## src/include/qcore_settings.svh

```systemverilog
`ifndef QCORE_SETTINGS_SVH
`define QCORE_SETTINGS_SVH

// Core widths, fixed for the whole design

// Program memory, 256 words
`define QCORE_PMEM_AW 8
// Data memory, 64 words
`define QCORE_DMEM_AW 6
// Register bank, 16 entries
`define QCORE_REG_AW 4
`define QCORE_DATA_W 32
// Immediate, sign-extended wherever used
`define QCORE_IMM_W 16
`define QCORE_PORT_AW 4
// Full instruction word
`define QCORE_INSTR_W 40

`endif

```

## src/qcore_pkg.sv

```systemverilog
`include "qcore_settings.svh"

package qcore_pkg;

   typedef enum logic [2:0] {
      OP_NOP     = 3'd0,
      OP_REG_WR  = 3'd1,
      OP_MEM_WR  = 3'd2,
      OP_MEM_RD  = 3'd3,
      OP_BRANCH  = 3'd4,
      OP_PORT_WR = 3'd5
   } opcode_e;

   typedef enum logic [2:0] {
      C_ALWAYS = 3'd0,
      C_EQ     = 3'd1,   // Z
      C_LT     = 3'd2,   // S
      C_NZ     = 3'd3,
      C_NS     = 3'd4,
      C_FLAG   = 3'd5,   // External flag high
      C_NFLAG  = 3'd6,
      C_NEVER  = 3'd7
   } cond_e;

   typedef enum logic [2:0] {
      ADD    = 3'd0,
      SUB    = 3'd1,
      AND    = 3'd2,
      OR     = 3'd3,
      XOR    = 3'd4,
      SHL    = 3'd5,
      SHR    = 3'd6,   // Logical
      PASS_B = 3'd7
   } alu_op_e;

   // Instruction word, MSB first
   typedef struct packed {
      opcode_e                    opcode;
      cond_e                      cond;
      alu_op_e                    alu_op;
      logic [`QCORE_REG_AW-1:0]   rd;
      logic [`QCORE_REG_AW-1:0]   rs_a;
      logic [`QCORE_REG_AW-1:0]   rs_b;
      logic                       imm_sel;   // Operand B from immediate
      logic                       flag_we;
      logic [`QCORE_IMM_W-1:0]    imm;
      logic                       pad;
   } instr_t;

   typedef struct packed {
      logic                       valid;
      opcode_e                    opcode;
      cond_e                      cond;
      alu_op_e                    alu_op;
      logic                       flag_we;
      logic                       imm_sel;
      logic [`QCORE_REG_AW-1:0]   rd;
      logic [`QCORE_DATA_W-1:0]   op_a;      // R[rs_a]
      logic [`QCORE_DATA_W-1:0]   op_b;      // R[rs_b]
      logic [`QCORE_DATA_W-1:0]   imm;
   } id_ex_t;

   typedef struct packed {
      logic                       valid;     // Condition already applied
      opcode_e                    opcode;
      logic                       reg_we;
      logic [`QCORE_REG_AW-1:0]   rd;
      logic [`QCORE_DATA_W-1:0]   result;
      logic [`QCORE_DMEM_AW-1:0]  dmem_addr;
      logic [`QCORE_DATA_W-1:0]   st_dt;
      logic [`QCORE_PORT_AW-1:0]  port_addr;
      logic [`QCORE_DATA_W-1:0]   port_dt;
   } ex_wb_t;

   typedef struct packed {
      logic                       we;
      logic [`QCORE_REG_AW-1:0]   addr;
      logic [`QCORE_DATA_W-1:0]   data;
   } reg_wr_t;

   typedef struct packed {
      logic [`QCORE_PORT_AW-1:0]  addr;
      logic [`QCORE_DATA_W-1:0]   data;
   } port_t;

endpackage

```

## src/qcore_fetch.sv

```systemverilog
`timescale 1ns/1ps
`include "qcore_settings.svh"

module qcore_fetch (
   input  logic                        clk_i,
   input  logic                        rst_ni,
   input  logic                        hold_i,
   input  logic                        redirect_i,
   input  logic [`QCORE_PMEM_AW-1:0]   target_i,
   output logic [`QCORE_PMEM_AW-1:0]   pmem_addr_o,
   output logic                        pmem_en_o,
   input  qcore_pkg::instr_t           pmem_dt_i,
   output qcore_pkg::instr_t           instr_o,
   output logic                        instr_valid_o
);

   logic [`QCORE_PMEM_AW-1:0]  pc_q;
   logic                       pend_q;   // Read issued last cycle

   // Memory output register doubles as the fetch/decode register
   assign pmem_addr_o   = pc_q;
   assign pmem_en_o     = ~hold_i;
   assign instr_o       = pmem_dt_i;
   assign instr_valid_o = pend_q & ~redirect_i;   // Word behind a taken branch

   always_ff @(posedge clk_i) begin
      if (!rst_ni) begin
         pc_q   <= '0;
         pend_q <= 1'b0;
      end else if (redirect_i) begin
         pc_q   <= target_i;
         // Read issued this cycle is on the wrong path
         pend_q <= 1'b0;
      end else if (!hold_i) begin
         pc_q   <= pc_q + 1'b1;
         pend_q <= 1'b1;
      end
   end

   //////////////////////////////////////////////////////////////////////
   // Checks

   // Redirect only comes while fetch is free to move
   a_redirect_free: assert property (@(posedge clk_i) disable iff (!rst_ni)
      redirect_i |-> !hold_i);

endmodule

```

## src/qcore_decode.sv

```systemverilog
`timescale 1ns/1ps
`include "qcore_settings.svh"

module qcore_decode (
   input  logic                        clk_i,
   input  logic                        rst_ni,
   input  qcore_pkg::instr_t           instr_i,
   input  logic                        instr_valid_i,
   input  logic                        wb_stall_i,
   input  logic                        redirect_i,
   input  qcore_pkg::ex_wb_t           ex_wb_i,
   output logic [`QCORE_REG_AW-1:0]    rs_a_o,
   output logic [`QCORE_REG_AW-1:0]    rs_b_o,
   input  logic [`QCORE_DATA_W-1:0]    rs_a_dt_i,
   input  logic [`QCORE_DATA_W-1:0]    rs_b_dt_i,
   output logic                        hazard_o,
   output qcore_pkg::id_ex_t           id_ex_o
);
   import qcore_pkg::*;

   logic    use_a, use_b;
   logic    ex_busy, wb_busy;
   logic    clash_a, clash_b;
   id_ex_t  id_ex_d, id_ex_q;

   assign rs_a_o = instr_i.rs_a;
   assign rs_b_o = instr_i.rs_b;

   // Sources each opcode really reads
   always_comb begin
      use_a = 1'b0;
      use_b = 1'b0;
      case (instr_i.opcode)
         OP_REG_WR: begin
            use_a = 1'b1;
            use_b = ~instr_i.imm_sel;
         end
         OP_MEM_WR: begin
            use_a = 1'b1;   // Address base
            use_b = 1'b1;   // Store data
         end
         OP_MEM_RD, OP_PORT_WR: use_a = 1'b1;
         default: ;
      endcase
   end

   //////////////////////////////////////////////////////////////////////
   // Read-after-write interlock

   // Execute writers count before their condition is known
   assign ex_busy = id_ex_q.valid && (id_ex_q.opcode inside {OP_REG_WR, OP_MEM_RD});
   assign wb_busy = ex_wb_i.valid && ex_wb_i.reg_we;

   assign clash_a = use_a && (instr_i.rs_a != '0) &&
                    ((ex_busy && (id_ex_q.rd == instr_i.rs_a)) ||
                     (wb_busy && (ex_wb_i.rd == instr_i.rs_a)));
   assign clash_b = use_b && (instr_i.rs_b != '0) &&
                    ((ex_busy && (id_ex_q.rd == instr_i.rs_b)) ||
                     (wb_busy && (ex_wb_i.rd == instr_i.rs_b)));

   assign hazard_o = instr_valid_i && (clash_a || clash_b);

   always_comb begin
      id_ex_d.valid   = instr_valid_i & ~hazard_o & ~redirect_i;   // Bubble otherwise
      id_ex_d.opcode  = instr_i.opcode;
      id_ex_d.cond    = instr_i.cond;
      id_ex_d.alu_op  = instr_i.alu_op;
      id_ex_d.flag_we = instr_i.flag_we;
      id_ex_d.imm_sel = instr_i.imm_sel;
      id_ex_d.rd      = instr_i.rd;
      id_ex_d.op_a    = rs_a_dt_i;
      id_ex_d.op_b    = rs_b_dt_i;
      id_ex_d.imm     = {{(`QCORE_DATA_W-`QCORE_IMM_W){instr_i.imm[`QCORE_IMM_W-1]}},
                         instr_i.imm};
   end

   always_ff @(posedge clk_i) begin
      if (!rst_ni) begin
         id_ex_q.valid <= 1'b0;
      end else if (!wb_stall_i) begin
         id_ex_q <= id_ex_d;
      end
   end

   assign id_ex_o = id_ex_q;

   // Stalled or squashed slot reaches execute empty
   a_bubble: assert property (@(posedge clk_i) disable iff (!rst_ni)
      (!wb_stall_i && (hazard_o || redirect_i)) |=> !id_ex_o.valid);

endmodule

```

## src/qcore_reg_bank.sv

```systemverilog
`timescale 1ns/1ps
`include "qcore_settings.svh"

module qcore_reg_bank (
   input  logic                        clk_i,
   input  logic                        rst_ni,
   input  logic [`QCORE_REG_AW-1:0]    rs_a_i,
   input  logic [`QCORE_REG_AW-1:0]    rs_b_i,
   output logic [`QCORE_DATA_W-1:0]    rs_a_dt_o,
   output logic [`QCORE_DATA_W-1:0]    rs_b_dt_o,
   input  qcore_pkg::reg_wr_t          wr_i
);

   logic [`QCORE_DATA_W-1:0] regs_q [2**`QCORE_REG_AW];

   //////////////////////////////////////////////////////////////////////
   // Write port

   always_ff @(posedge clk_i) begin
      if (!rst_ni) begin
         for (int i = 0; i < 2**`QCORE_REG_AW; i++) begin
            regs_q[i] <= '0;
         end
      end else if (wr_i.we && (wr_i.addr != '0)) begin   // R0 ignores writes
         regs_q[wr_i.addr] <= wr_i.data;
      end
   end

   //////////////////////////////////////////////////////////////////////
   // Read ports

   // Asynchronous, a write shows up the cycle after it lands
   assign rs_a_dt_o = (rs_a_i == '0) ? '0 : regs_q[rs_a_i];
   assign rs_b_dt_o = (rs_b_i == '0) ? '0 : regs_q[rs_b_i];

endmodule

```

## src/qcore_execute.sv

```systemverilog
`timescale 1ns/1ps
`include "qcore_settings.svh"

module qcore_execute (
   input  logic                        clk_i,
   input  logic                        rst_ni,
   input  logic                        flag_i,
   input  logic                        wb_stall_i,
   input  qcore_pkg::id_ex_t           id_ex_i,
   output logic                        redirect_o,
   output logic [`QCORE_PMEM_AW-1:0]   target_o,
   output qcore_pkg::ex_wb_t           ex_wb_o
);
   import qcore_pkg::*;

   logic                       z_q, s_q;   // Zero and sign flags
   logic                       cond_ok, exec;
   logic [`QCORE_DATA_W-1:0]   alu_b, alu_res, addr_sum;
   ex_wb_t                     ex_wb_d, ex_wb_q;

   // Condition check
   always_comb begin
      case (id_ex_i.cond)
         C_ALWAYS: cond_ok = 1'b1;
         C_EQ:     cond_ok = z_q;
         C_LT:     cond_ok = s_q;
         C_NZ:     cond_ok = ~z_q;
         C_NS:     cond_ok = ~s_q;
         C_FLAG:   cond_ok = flag_i;
         C_NFLAG:  cond_ok = ~flag_i;
         default:  cond_ok = 1'b0;   // C_NEVER
      endcase
   end

   assign exec = id_ex_i.valid & cond_ok;

   //////////////////////////////////////////////////////////////////////
   // ALU

   assign alu_b = id_ex_i.imm_sel ? id_ex_i.imm : id_ex_i.op_b;

   always_comb begin
      case (id_ex_i.alu_op)
         ADD:     alu_res = id_ex_i.op_a + alu_b;
         SUB:     alu_res = id_ex_i.op_a - alu_b;
         AND:     alu_res = id_ex_i.op_a & alu_b;
         OR:      alu_res = id_ex_i.op_a | alu_b;
         XOR:     alu_res = id_ex_i.op_a ^ alu_b;
         SHL:     alu_res = id_ex_i.op_a << alu_b[4:0];
         SHR:     alu_res = id_ex_i.op_a >> alu_b[4:0];
         default: alu_res = alu_b;
      endcase
   end

   always_ff @(posedge clk_i) begin
      if (!rst_ni) begin
         z_q <= 1'b0;
         s_q <= 1'b0;
      end else if (exec && id_ex_i.flag_we && !wb_stall_i) begin
         z_q <= (alu_res == '0);
         s_q <= alu_res[`QCORE_DATA_W-1];
      end
   end

   // Data memory address, base plus offset
   assign addr_sum = id_ex_i.op_a + id_ex_i.imm;

   assign redirect_o = exec && (id_ex_i.opcode == OP_BRANCH) && !wb_stall_i;
   assign target_o   = id_ex_i.imm[`QCORE_PMEM_AW-1:0];

   always_comb begin
      ex_wb_d.valid     = exec;
      ex_wb_d.opcode    = id_ex_i.opcode;
      ex_wb_d.reg_we    = exec && (id_ex_i.opcode inside {OP_REG_WR, OP_MEM_RD}) &&
                          (id_ex_i.rd != '0);
      ex_wb_d.rd        = id_ex_i.rd;
      ex_wb_d.result    = alu_res;
      ex_wb_d.dmem_addr = addr_sum[`QCORE_DMEM_AW-1:0];
      ex_wb_d.st_dt     = id_ex_i.op_b;
      ex_wb_d.port_addr = id_ex_i.rd;     // Port address rides in rd
      ex_wb_d.port_dt   = id_ex_i.op_a;
   end

   always_ff @(posedge clk_i) begin
      if (!rst_ni) begin
         ex_wb_q.valid <= 1'b0;
      end else if (!wb_stall_i) begin
         ex_wb_q <= ex_wb_d;
      end
   end

   assign ex_wb_o = ex_wb_q;

   // Taken branch leaves an empty slot behind it
   a_redirect_branch: assert property (@(posedge clk_i) disable iff (!rst_ni)
      redirect_o |-> (id_ex_i.opcode == OP_BRANCH) ##1 !id_ex_i.valid);

endmodule

```

## src/qcore_mem_wb.sv

```systemverilog
`timescale 1ns/1ps
`include "qcore_settings.svh"

module qcore_mem_wb (
   input  logic                  clk_i,
   input  logic                  rst_ni,
   input  qcore_pkg::ex_wb_t     ex_wb_i,
   input  logic                  port_ready_i,
   output logic                  port_valid_o,
   output qcore_pkg::port_t      port_o,
   output logic                  wb_stall_o,
   output qcore_pkg::reg_wr_t    reg_wr_o
);
   import qcore_pkg::*;

   logic [`QCORE_DATA_W-1:0]  dmem [2**`QCORE_DMEM_AW];
   logic [`QCORE_DATA_W-1:0]  ld_dt;
   logic                      st_en;

   //////////////////////////////////////////////////////////////////////
   // Output port

   // Payload is held in ex_wb until the transfer
   assign port_valid_o = ex_wb_i.valid && (ex_wb_i.opcode == OP_PORT_WR);
   assign port_o.addr  = ex_wb_i.port_addr;
   assign port_o.data  = ex_wb_i.port_dt;

   assign wb_stall_o = port_valid_o && !port_ready_i;   // Freezes the whole pipe

   //////////////////////////////////////////////////////////////////////
   // Data memory

   assign st_en = ex_wb_i.valid && (ex_wb_i.opcode == OP_MEM_WR) && !wb_stall_o;

   // No stores while the pipe is in reset
   always_ff @(posedge clk_i) begin
      if (rst_ni && st_en) begin
         dmem[ex_wb_i.dmem_addr] <= ex_wb_i.st_dt;
      end
   end

   assign ld_dt = dmem[ex_wb_i.dmem_addr];

   // Writeback
   assign reg_wr_o.we   = ex_wb_i.valid && ex_wb_i.reg_we && !wb_stall_o;
   assign reg_wr_o.addr = ex_wb_i.rd;
   assign reg_wr_o.data = (ex_wb_i.opcode == OP_MEM_RD) ? ld_dt : ex_wb_i.result;

   // Port word frozen while the sink is not ready
   a_port_stable: assert property (@(posedge clk_i) disable iff (!rst_ni)
      (port_valid_o && !port_ready_i) |=> (port_valid_o && $stable(port_o)));

endmodule

```

## src/qcore_cpu.sv

```systemverilog
`timescale 1ns/1ps
`include "qcore_settings.svh"

module qcore_cpu (
   input  logic                        clk_i,
   input  logic                        rst_ni,
   input  logic                        flag_i,
   output logic [`QCORE_PMEM_AW-1:0]   pmem_addr_o,
   output logic                        pmem_en_o,
   input  logic [`QCORE_INSTR_W-1:0]   pmem_dt_i,
   output logic                        port_valid_o,
   input  logic                        port_ready_i,
   output qcore_pkg::port_t            port_o
);
   import qcore_pkg::*;

   instr_t                     instr;
   logic                       instr_valid;
   logic                       hazard, wb_stall;
   logic                       hold;
   logic                       redirect;
   logic [`QCORE_PMEM_AW-1:0]  target;
   logic [`QCORE_REG_AW-1:0]   rs_a, rs_b;
   logic [`QCORE_DATA_W-1:0]   rs_a_dt, rs_b_dt;
   id_ex_t                     id_ex;
   ex_wb_t                     ex_wb;
   reg_wr_t                    reg_wr;

   // Fetch stops on an interlock or port back-pressure
   assign hold = hazard | wb_stall;

   //////////////////////////////////////////////////////////////////////
   // Stages

   qcore_fetch u_fetch (
      .clk_i         ( clk_i        ),
      .rst_ni        ( rst_ni       ),
      .hold_i        ( hold         ),
      .redirect_i    ( redirect     ),
      .target_i      ( target       ),
      .pmem_addr_o   ( pmem_addr_o  ),
      .pmem_en_o     ( pmem_en_o    ),
      .pmem_dt_i     ( pmem_dt_i    ),
      .instr_o       ( instr        ),
      .instr_valid_o ( instr_valid  )
   );

   qcore_decode u_decode (
      .clk_i         ( clk_i        ),
      .rst_ni        ( rst_ni       ),
      .instr_i       ( instr        ),
      .instr_valid_i ( instr_valid  ),
      .wb_stall_i    ( wb_stall     ),
      .redirect_i    ( redirect     ),
      .ex_wb_i       ( ex_wb        ),
      .rs_a_o        ( rs_a         ),
      .rs_b_o        ( rs_b         ),
      .rs_a_dt_i     ( rs_a_dt      ),
      .rs_b_dt_i     ( rs_b_dt      ),
      .hazard_o      ( hazard       ),
      .id_ex_o       ( id_ex        )
   );

   qcore_reg_bank u_reg_bank (
      .clk_i         ( clk_i        ),
      .rst_ni        ( rst_ni       ),
      .rs_a_i        ( rs_a         ),
      .rs_b_i        ( rs_b         ),
      .rs_a_dt_o     ( rs_a_dt      ),
      .rs_b_dt_o     ( rs_b_dt      ),
      .wr_i          ( reg_wr       )
   );

   qcore_execute u_execute (
      .clk_i         ( clk_i        ),
      .rst_ni        ( rst_ni       ),
      .flag_i        ( flag_i       ),
      .wb_stall_i    ( wb_stall     ),
      .id_ex_i       ( id_ex        ),
      .redirect_o    ( redirect     ),
      .target_o      ( target       ),
      .ex_wb_o       ( ex_wb        )
   );

   qcore_mem_wb u_mem_wb (
      .clk_i         ( clk_i        ),
      .rst_ni        ( rst_ni       ),
      .ex_wb_i       ( ex_wb        ),
      .port_ready_i  ( port_ready_i ),
      .port_valid_o  ( port_valid_o ),
      .port_o        ( port_o       ),
      .wb_stall_o    ( wb_stall     ),
      .reg_wr_o      ( reg_wr       )
   );

endmodule

```

## config.mk

```make
export PLATFORM = sky130hd
export DESIGN_NAME = qcore_cpu
export DESIGN_NICKNAME = d
export VERILOG_FILES = /design/src/qcore_pkg.sv /design/src/qcore_fetch.sv /design/src/qcore_decode.sv /design/src/qcore_reg_bank.sv /design/src/qcore_execute.sv /design/src/qcore_mem_wb.sv /design/src/qcore_cpu.sv
export VERILOG_INCLUDE_DIRS = /design/src /design/src/include
export SDC_FILE = /design/constraint.sdc
export NUM_CORES = 2
export LEC_CHECK = 0
export ABC_CLOCK_PERIOD_IN_PS = 5950
export BUFFER_PORTS_ARGS = -buffer_cell sky130_fd_sc_hd__buf_2
export CAP_MARGIN = 40
export CORE_ASPECT_RATIO = 0.6
export CORE_MARGIN = 2
export CORE_UTILIZATION = 47
export CTS_BUF_LIST = sky130_fd_sc_hd__clkbuf_8
export DETAILED_ROUTE_END_ITERATION = 8
export PLACE_DENSITY = 0.69
export SLEW_MARGIN = 20
export SYNTH_ARGS = -nofsm -noshare
export SYNTH_HDL_FRONTEND = slang
export SYNTH_SLANG_ARGS = --single-unit
```

## constraint.sdc

```tcl
create_clock -name clk_i -period 5.95 [get_ports clk_i]
set_clock_uncertainty 0.15 [all_clocks]
set_input_delay 0.8925 -clock clk_i [delete_from_list [all_inputs] [get_ports clk_i]]
set_output_delay 0.8925 -clock clk_i [all_outputs]
set_load 0.02 [all_outputs]
```

; ---- After elaboration in Yosys (flattened, before gate mapping)
; Memory sizes are Yosys's and may differ from the RTL's. A register that Yosys moved wholly into a read port is not among the register bits.
; Index checks and enable logic that the tools add are counted.
[classes]
muxes = 18
addsub = 4
shifts = 2
n_eq_ne = 27
bitwise_logic = 17
reduce_logical = 43
[op_table]
columns = op, count
row1 = case mux 32 bit (7 select lines), 1
row2 = 2-to-1 mux 32 bit, 3
row3 = adder 32 bit, 1
row4 = bitwise AND 32 bit, 1
row5 = zero test 32 bit, 1
row6 = bitwise OR 32 bit, 1
row7 = OR reduction 32 bit, 1
row8 = << shifter 32 x 5 -> 32 bit, 1
row9 = right shift 32 x 5 -> 32 bit, 1
row10 = subtractor 32 bit, 1
row11 = bitwise XOR 32 bit, 1
row12 = == test 3 x 2 -> 1 bit (second input constant), 9
row13 = == test 3 bit (second input constant), 9
row14 = logical AND 1 bit, 24
row15 = == test 4 bit, 4
row16 = 2-to-1 mux 8 bit, 2
row17 = nonzero test 4 bit, 4
row18 = == test 3 x 1 -> 1 bit (second input constant), 4
row19 = inverter 1 bit, 9
row20 = adder 8 x 1 -> 8 bit (second input constant), 1
row21 = zero test 4 bit, 2
row22 = 2-to-1 mux 1 bit, 8
row23 = case mux 1 bit (7 select lines), 1
row24 = adder 6 bit, 1
row25 = 13 further kinds, 20
[word_totals]
n_memories = 2
inputBits = 44
mem_bits_rw = 2560
elab_cells = 133
register_bits = 154
[memory_table]
columns = memory, depth, width, rd, rd_ports_with_merged_regs, wr, line_no
row1 = u_mem_wb.dmem, 64, 32, 1, 1, 1, qcore_mem_wb.sv:16  ; logic [`QCORE_DATA_W-1:0] dmem [2**`QCORE_DMEM_AW];
row2 = u_reg_bank.regs_q, 16, 32, 2, 2, 16, qcore_reg_bank.sv:14  ; logic [`QCORE_DATA_W-1:0] regs_q [2**`QCORE_REG_AW];

; ---- Depth between registers and ports, before layout
[logic_depth]
word_depth = 11
depth_mapped = 27

; ---- Modules after synthesis
; Synthesis repeated with hierarchy kept, for this count alone.
[hier_totals]
hier_cells = 7723
area_unflattened_um2 = 122088.3
[modules_own_cells]
columns = mod, seq_area_each_um2, area_each_um2, instances, cells_per_inst
row1 = qcore_mem_wb, 61499.0, 79540.0, 1, 4204
row2 = qcore_reg_bank, 14443.9, 25583.3, 1, 1777
row3 = qcore_execute, 3363.2, 12814.8, 1, 1482
row4 = qcore_decode, 2872.8, 3334.4, 1, 159
row5 = qcore_fetch, 180.2, 809.5, 1, 100
row6 = qcore_cpu, 0.0, 6.3, 1, 1

; ---- Worst setup path before layout
; OpenSTA, ideal clock, no wires.
[synth_timing]
path_type = reg-to-reg
startpoint = register u_decode.id_ex_q, in the netlist u_decode.id_ex_o[100]
endpoint = register u_execute.z_q
stages_incl_launch_ff = 27
t_required_ns = 5.741
n_path_buf = 6
path_slack_ns = 0.032
synth_period_minus_slack_ns = 5.918
arrival_ns = 5.709
setup_time_ns = 0.059
path_cell_list = edfxtp_1 > buf_6 > mux2i_4 > buf_12 > buf_2 > buf_2 > buf_2 > ha_1 > and3_1 > o21ai_1 > or4_1 > nor3_2 > o2111a_1 > nor2_1 > xnor2_1 > ha_1 > clkbuf_1 > a21o_1 > a21oi_1 > or3b_2 > o21ai_0 > mux2i_1 > a32oi_1 > a211o_1 > nor4_1 > nand4_1 > nand2_1
[synth_between]
elab_chain_cells = 4
[synth_rtl]
columns = element, line_no
row1 = from (decl), qcore_decode.sv:24  ; id_ex_t id_ex_d, id_ex_q;
row2 = from (signal assigned), qcore_decode.sv:81  ; id_ex_q <= id_ex_d;
row3 = 2-to-1 mux 32 bit *, qcore_execute.sv:40  ; assign alu_b = id_ex_i.imm_sel ? id_ex_i.imm : id_ex_i.op_b;
row4 = subtractor 32 bit (tied with other cells), qcore_execute.sv:45  ; SUB: alu_res = id_ex_i.op_a - alu_b;
row5 = case mux 32 bit (7 select lines) *, qcore_execute.sv:43  ; case (id_ex_i.alu_op)
row6 = net u_execute.alu_res[26], qcore_execute.sv:18  ; logic [`QCORE_DATA_W-1:0] alu_b, alu_res, addr_sum;
row7 = zero test 32 bit *, qcore_execute.sv:60  ; z_q <= (alu_res == '0);
row8 = to (signal assigned), qcore_execute.sv:60
row9 = to (decl), qcore_execute.sv:16  ; logic z_q, s_q;
; The timed path passes the listed nets; every way through them passes the cells marked *.
; A chain may end at the register's enable or synchronous reset.

; ---- Worst setup path after layout
[layout_timing]
startpoint = register u_decode.id_ex_q, in the netlist u_decode.id_ex_o[2]
endpoint = register u_execute.z_q
[layout_between]
elab_chain_cells = 4
[layout_rtl]
columns = element, line_no
row1 = 2-to-1 mux 32 bit *, qcore_execute.sv:40
row2 = subtractor 32 bit (tied with other cells), qcore_execute.sv:45
row3 = case mux 32 bit (7 select lines) *, qcore_execute.sv:43
row4 = net u_execute.alu_res[19], qcore_execute.sv:18
row5 = zero test 32 bit *, qcore_execute.sv:60
; Marked as above.

==> results.cfg <==
[status]
outcome = complete, but fails checks
violations = design-rule violations

[yosys]
synth.top_cell.area_share_pct = 69.26
synth_ff_type = edfxtp_1
synth-seq-area-share_pct = 69.58
netlist_instances = 6347
ys_seq_elements = 2784
synth_edf_count = 2765
yosys-top-cells-area = edfxtp_1 69%, mux4_2 18%, nor2_1 2.1%
yosys_warnings = 0
async_flop_share_pct = 0
syn_avg_cell_area_um2 = 18.89
synth_top_area_cell = edfxtp_1
synth_cell_types = 79
syn-cell-area_mm2 = 0.1199

[min_path]
hold_class = in -> reg
hold_path.startpoint = port_ready_i

[power]
ir_worst_vdd_uv = 177.2
p_int_w = 0.03130
p_leak_nw = 44.68
p_seq_share_pct = 51.1
pwr-share-comb_pct = 17.9
switchingPower_w = 0.01258
p_per_area_mw_per_mm2 = 325.8
sw_frac_of_total_pct = 28.67
p_clk_share_pct = 31.0

[place]
gp_congestion = 1.040
hpwl_mm = 231.5
dp.cells = 9860
dp_slack_ns = -0.4018
portBuffers = 88

[grt]
grt_max_degree = 122
grt_busiest_layer = met1
grt_pass1_wl_mm = 522.0
grt_use_met3_pct = 14.03
grtUsageMet1_pct = 43.78
grtUsageTotal_pct = 28.73
antenna_found_initial = 41
grt_use_met2_pct = 36.29
overflow = 0
grt_pass1_vias = 67340

[floorplan]
die_area_mm2 = 0.2593
dieWidth_um = 656.0
ios = 90
coreArea_mm2 = 0.2534
start_util_pct = 47.32
die_y_um = 395.2
rows = 143

[cells_and_area]
synthToLayoutAreaGrowth_pct = 12.34
fillers = 19740
drive_above_1_share_pct = 29.42
final_core_util_pct = 53.16
final_cells = 10580
seqCellArea_mm2 = 0.08343
final_nets = 7036
multi_input_comb_area_mm2 = 0.03513

[cts]
cts_made_buffers = 384
cts_tree = built
h-tree-depth = 5
insertion_delay_ns = 1.00
numClockSinks = 2784
cts-root-buf = clkbuf_8
clockBufferDepth = 4
clkTransAtPathRegs_ns = 0.07

[critical_path]
endpoint_kind = flip-flop
crit_start = u_decode.id_ex_o[2]$_DFFE_PP_
startpoint_type = flip-flop
r2r_start = u_decode.id_ex_o[2]$_DFFE_PP_
crit_fanout = 5
required_ns = 6.69
critPathKind = reg -> reg
arrival_ns = 6.55

[detailed_routing]
drtIter0Drc = 12620
drtAntennaViolNets = 0
drc = 12
routedWlPerCell_um = 35.50
vias = 69860
wl_mm = 375.7
viasPerCell = 6.601
drtPass1Iterations = 9

[timing]
slew_headroom_pct = 34.81
drv_slew = 0
worstMarginPinSlew_ns = 0.9676
final-hold-violation-count = 0
fmax_mhz = 172.3
fin_hold_ws_ns = 0.2042
worst_slack_ns = 0.1460
setup_viol = 0
period_share_pct = 97.55
period_needed_ns = 5.804
fin_setup_tns_ns = 0

[run]
maxCapViolations = 0
[layout make-up]
cell class / count / area share (%)
Antenna cell: 13 / 0.02416
Clock buffer: 390 / 3.986
Clock inverter: 274 / 0.9904
Inverter: 86 / 0.2471
Multi-Input combinational cell: 3058 / 26.09
Sequential cell: 2784 / 61.95
Tap cell: 3407 / 3.165
Timing Repair Buffer: 572 / 3.549
[flip-flops by register name, indices dropped and copies added (netlist names), named ones only]
register	count
u_execute.z_q	1
u_reg_bank.regs_q	512
u_decode.id_ex_o	96
u_execute.ex_wb_o	111
u_execute.s_q	1
u_fetch.pmem_addr_o	8
u_mem_wb.dmem	2048
u_fetch.pend_q	1
[placed cells by master (no fill, tap or decap), types with 32 or more instances in the layout]
cell type,Yosys,final
o221ai_1,33,33
a21o_1,36,36
ha_1,104,104
buf_2,17,87
clkinv_1,0,93
mux4_2,962,962
buf_12,1,39
xnor2_1,61,57
edfxtp_1,2765,2765
nand2_1,181,165
inv_1,85,207
clkinv_2,0,34
nor2b_1,56,56
nor3_1,58,49
nor2_1,676,611
a21oi_1,173,171
o21ai_0,98,95
o22ai_1,36,36
nor2_4,0,65
clkbuf_8,0,390
buf_4,36,403
mux2i_1,177,172
conb_1,1,32
[per-layer routing]
layer	vias up	share of wire, %
met2	5552	39
met3	706	18
met4	24	2.7
met5	-	0.080
li1	27030	-
met1	36550	40
[worst paths after layout]
kind | end | slack (ns) | cells past startpoint
worst min-delay path | u_execute.ex_wb_o[114]$_SDFFE_PN0N_ | 0.20 | 4
worst min register to register | u_fetch.pend_q$_SDFFE_PP0P_ | 0.35 | 2
worst max-delay path | u_execute.z_q$_SDFFE_PN0P_ | 0.15 | 22
worst max register to register | u_execute.z_q$_SDFFE_PN0P_ | 0.15 | 22
[what timing repair did]
item / 4_1_cts / 5_1_grt
setup endpoints to repair: 4 / 4
resized for setup: 6 / 30
buffers inserted: 0 / 5
hold endpoints to repair: 31 / 0
pin swaps: 3 / 11
hold buffers: 31 / 0
[metrics by stage]
| step | area (µm²) | power [W] |
|---|---|---|
| final | 134700 | 0.04388 |
| after global routing | 134600 | 0.04508 |
| after CTS | 134300 | 0.04370 |
| after detailed placement | 127300 | 0.03031 |
| after global placement | 127100 | 0.03021 |
| after floorplan | 120000 | 0.02682 |
[power by group through the flow]
stage	clock network [W]	logic, W	registers, W
finish	0.0136	0.00787	0.0224
global route	0.0146	0.00809	0.0224
CTS	0.0138	0.00756	0.0224
detailed placement	0	0.00751	0.0228
global placement	0	0.00741	0.0228
floorplan	0	0.00413	0.0227
[logic make-up (layout without fill, tap and decap cells)]
group           after synthesis  in the layout  synth area share [%]
flops                      2784           2784                 69.58
mux                        1163           1163                 19.88
simple gates               1120           1120                 4.029
compound gates              564            564                 3.027
buf+inv                     536           1322                 1.831
fa+ha+maj                   106            106                 1.119
xor+xnor                     73             73                0.5333
other cells                   1             45              0.003128
[cell usage after synthesis (27+ instances only)]
cell type / number
o221ai_1: 33
a31oi_1: 28
nand3_1: 35
a21oi_1: 173
a21o_1: 36
nor2_1: 676
nand2_1: 181
o21ai_0: 98
o22ai_1: 36
ha_1: 104
xnor2_1: 61
nor3_1: 58
mux4_2: 962
buf_4: 36
mux2i_1: 177
buf_1: 103
inv_1: 85
edfxtp_1: 2765
o211ai_1: 27
clkbuf_1: 292
nor2b_1: 56
[critical path, stage by stage, from the launching register on]
cell and delay (ns):
edfxtp_1 0.41, or4b_4 0.57, a211oi_4 0.28, and3_4 0.22
o21ai_1 0.10, or4_4 0.47, buf_4 0.18, buf_4 0.12
nand2_1 0.10, xnor2_2 0.17, ha_1 0.29, buf_4 0.16
a21o_1 0.17, a21o_1 0.17, a221o_1 0.38, a21oi_1 0.15
o211ai_1 0.18, or4_4 0.60, a211o_1 0.30, nor4_2 0.17
buf_4 0.19, nand4_1 0.11, nand2_1 0.09
Note: power is estimated with default switching activity, not from simulation.
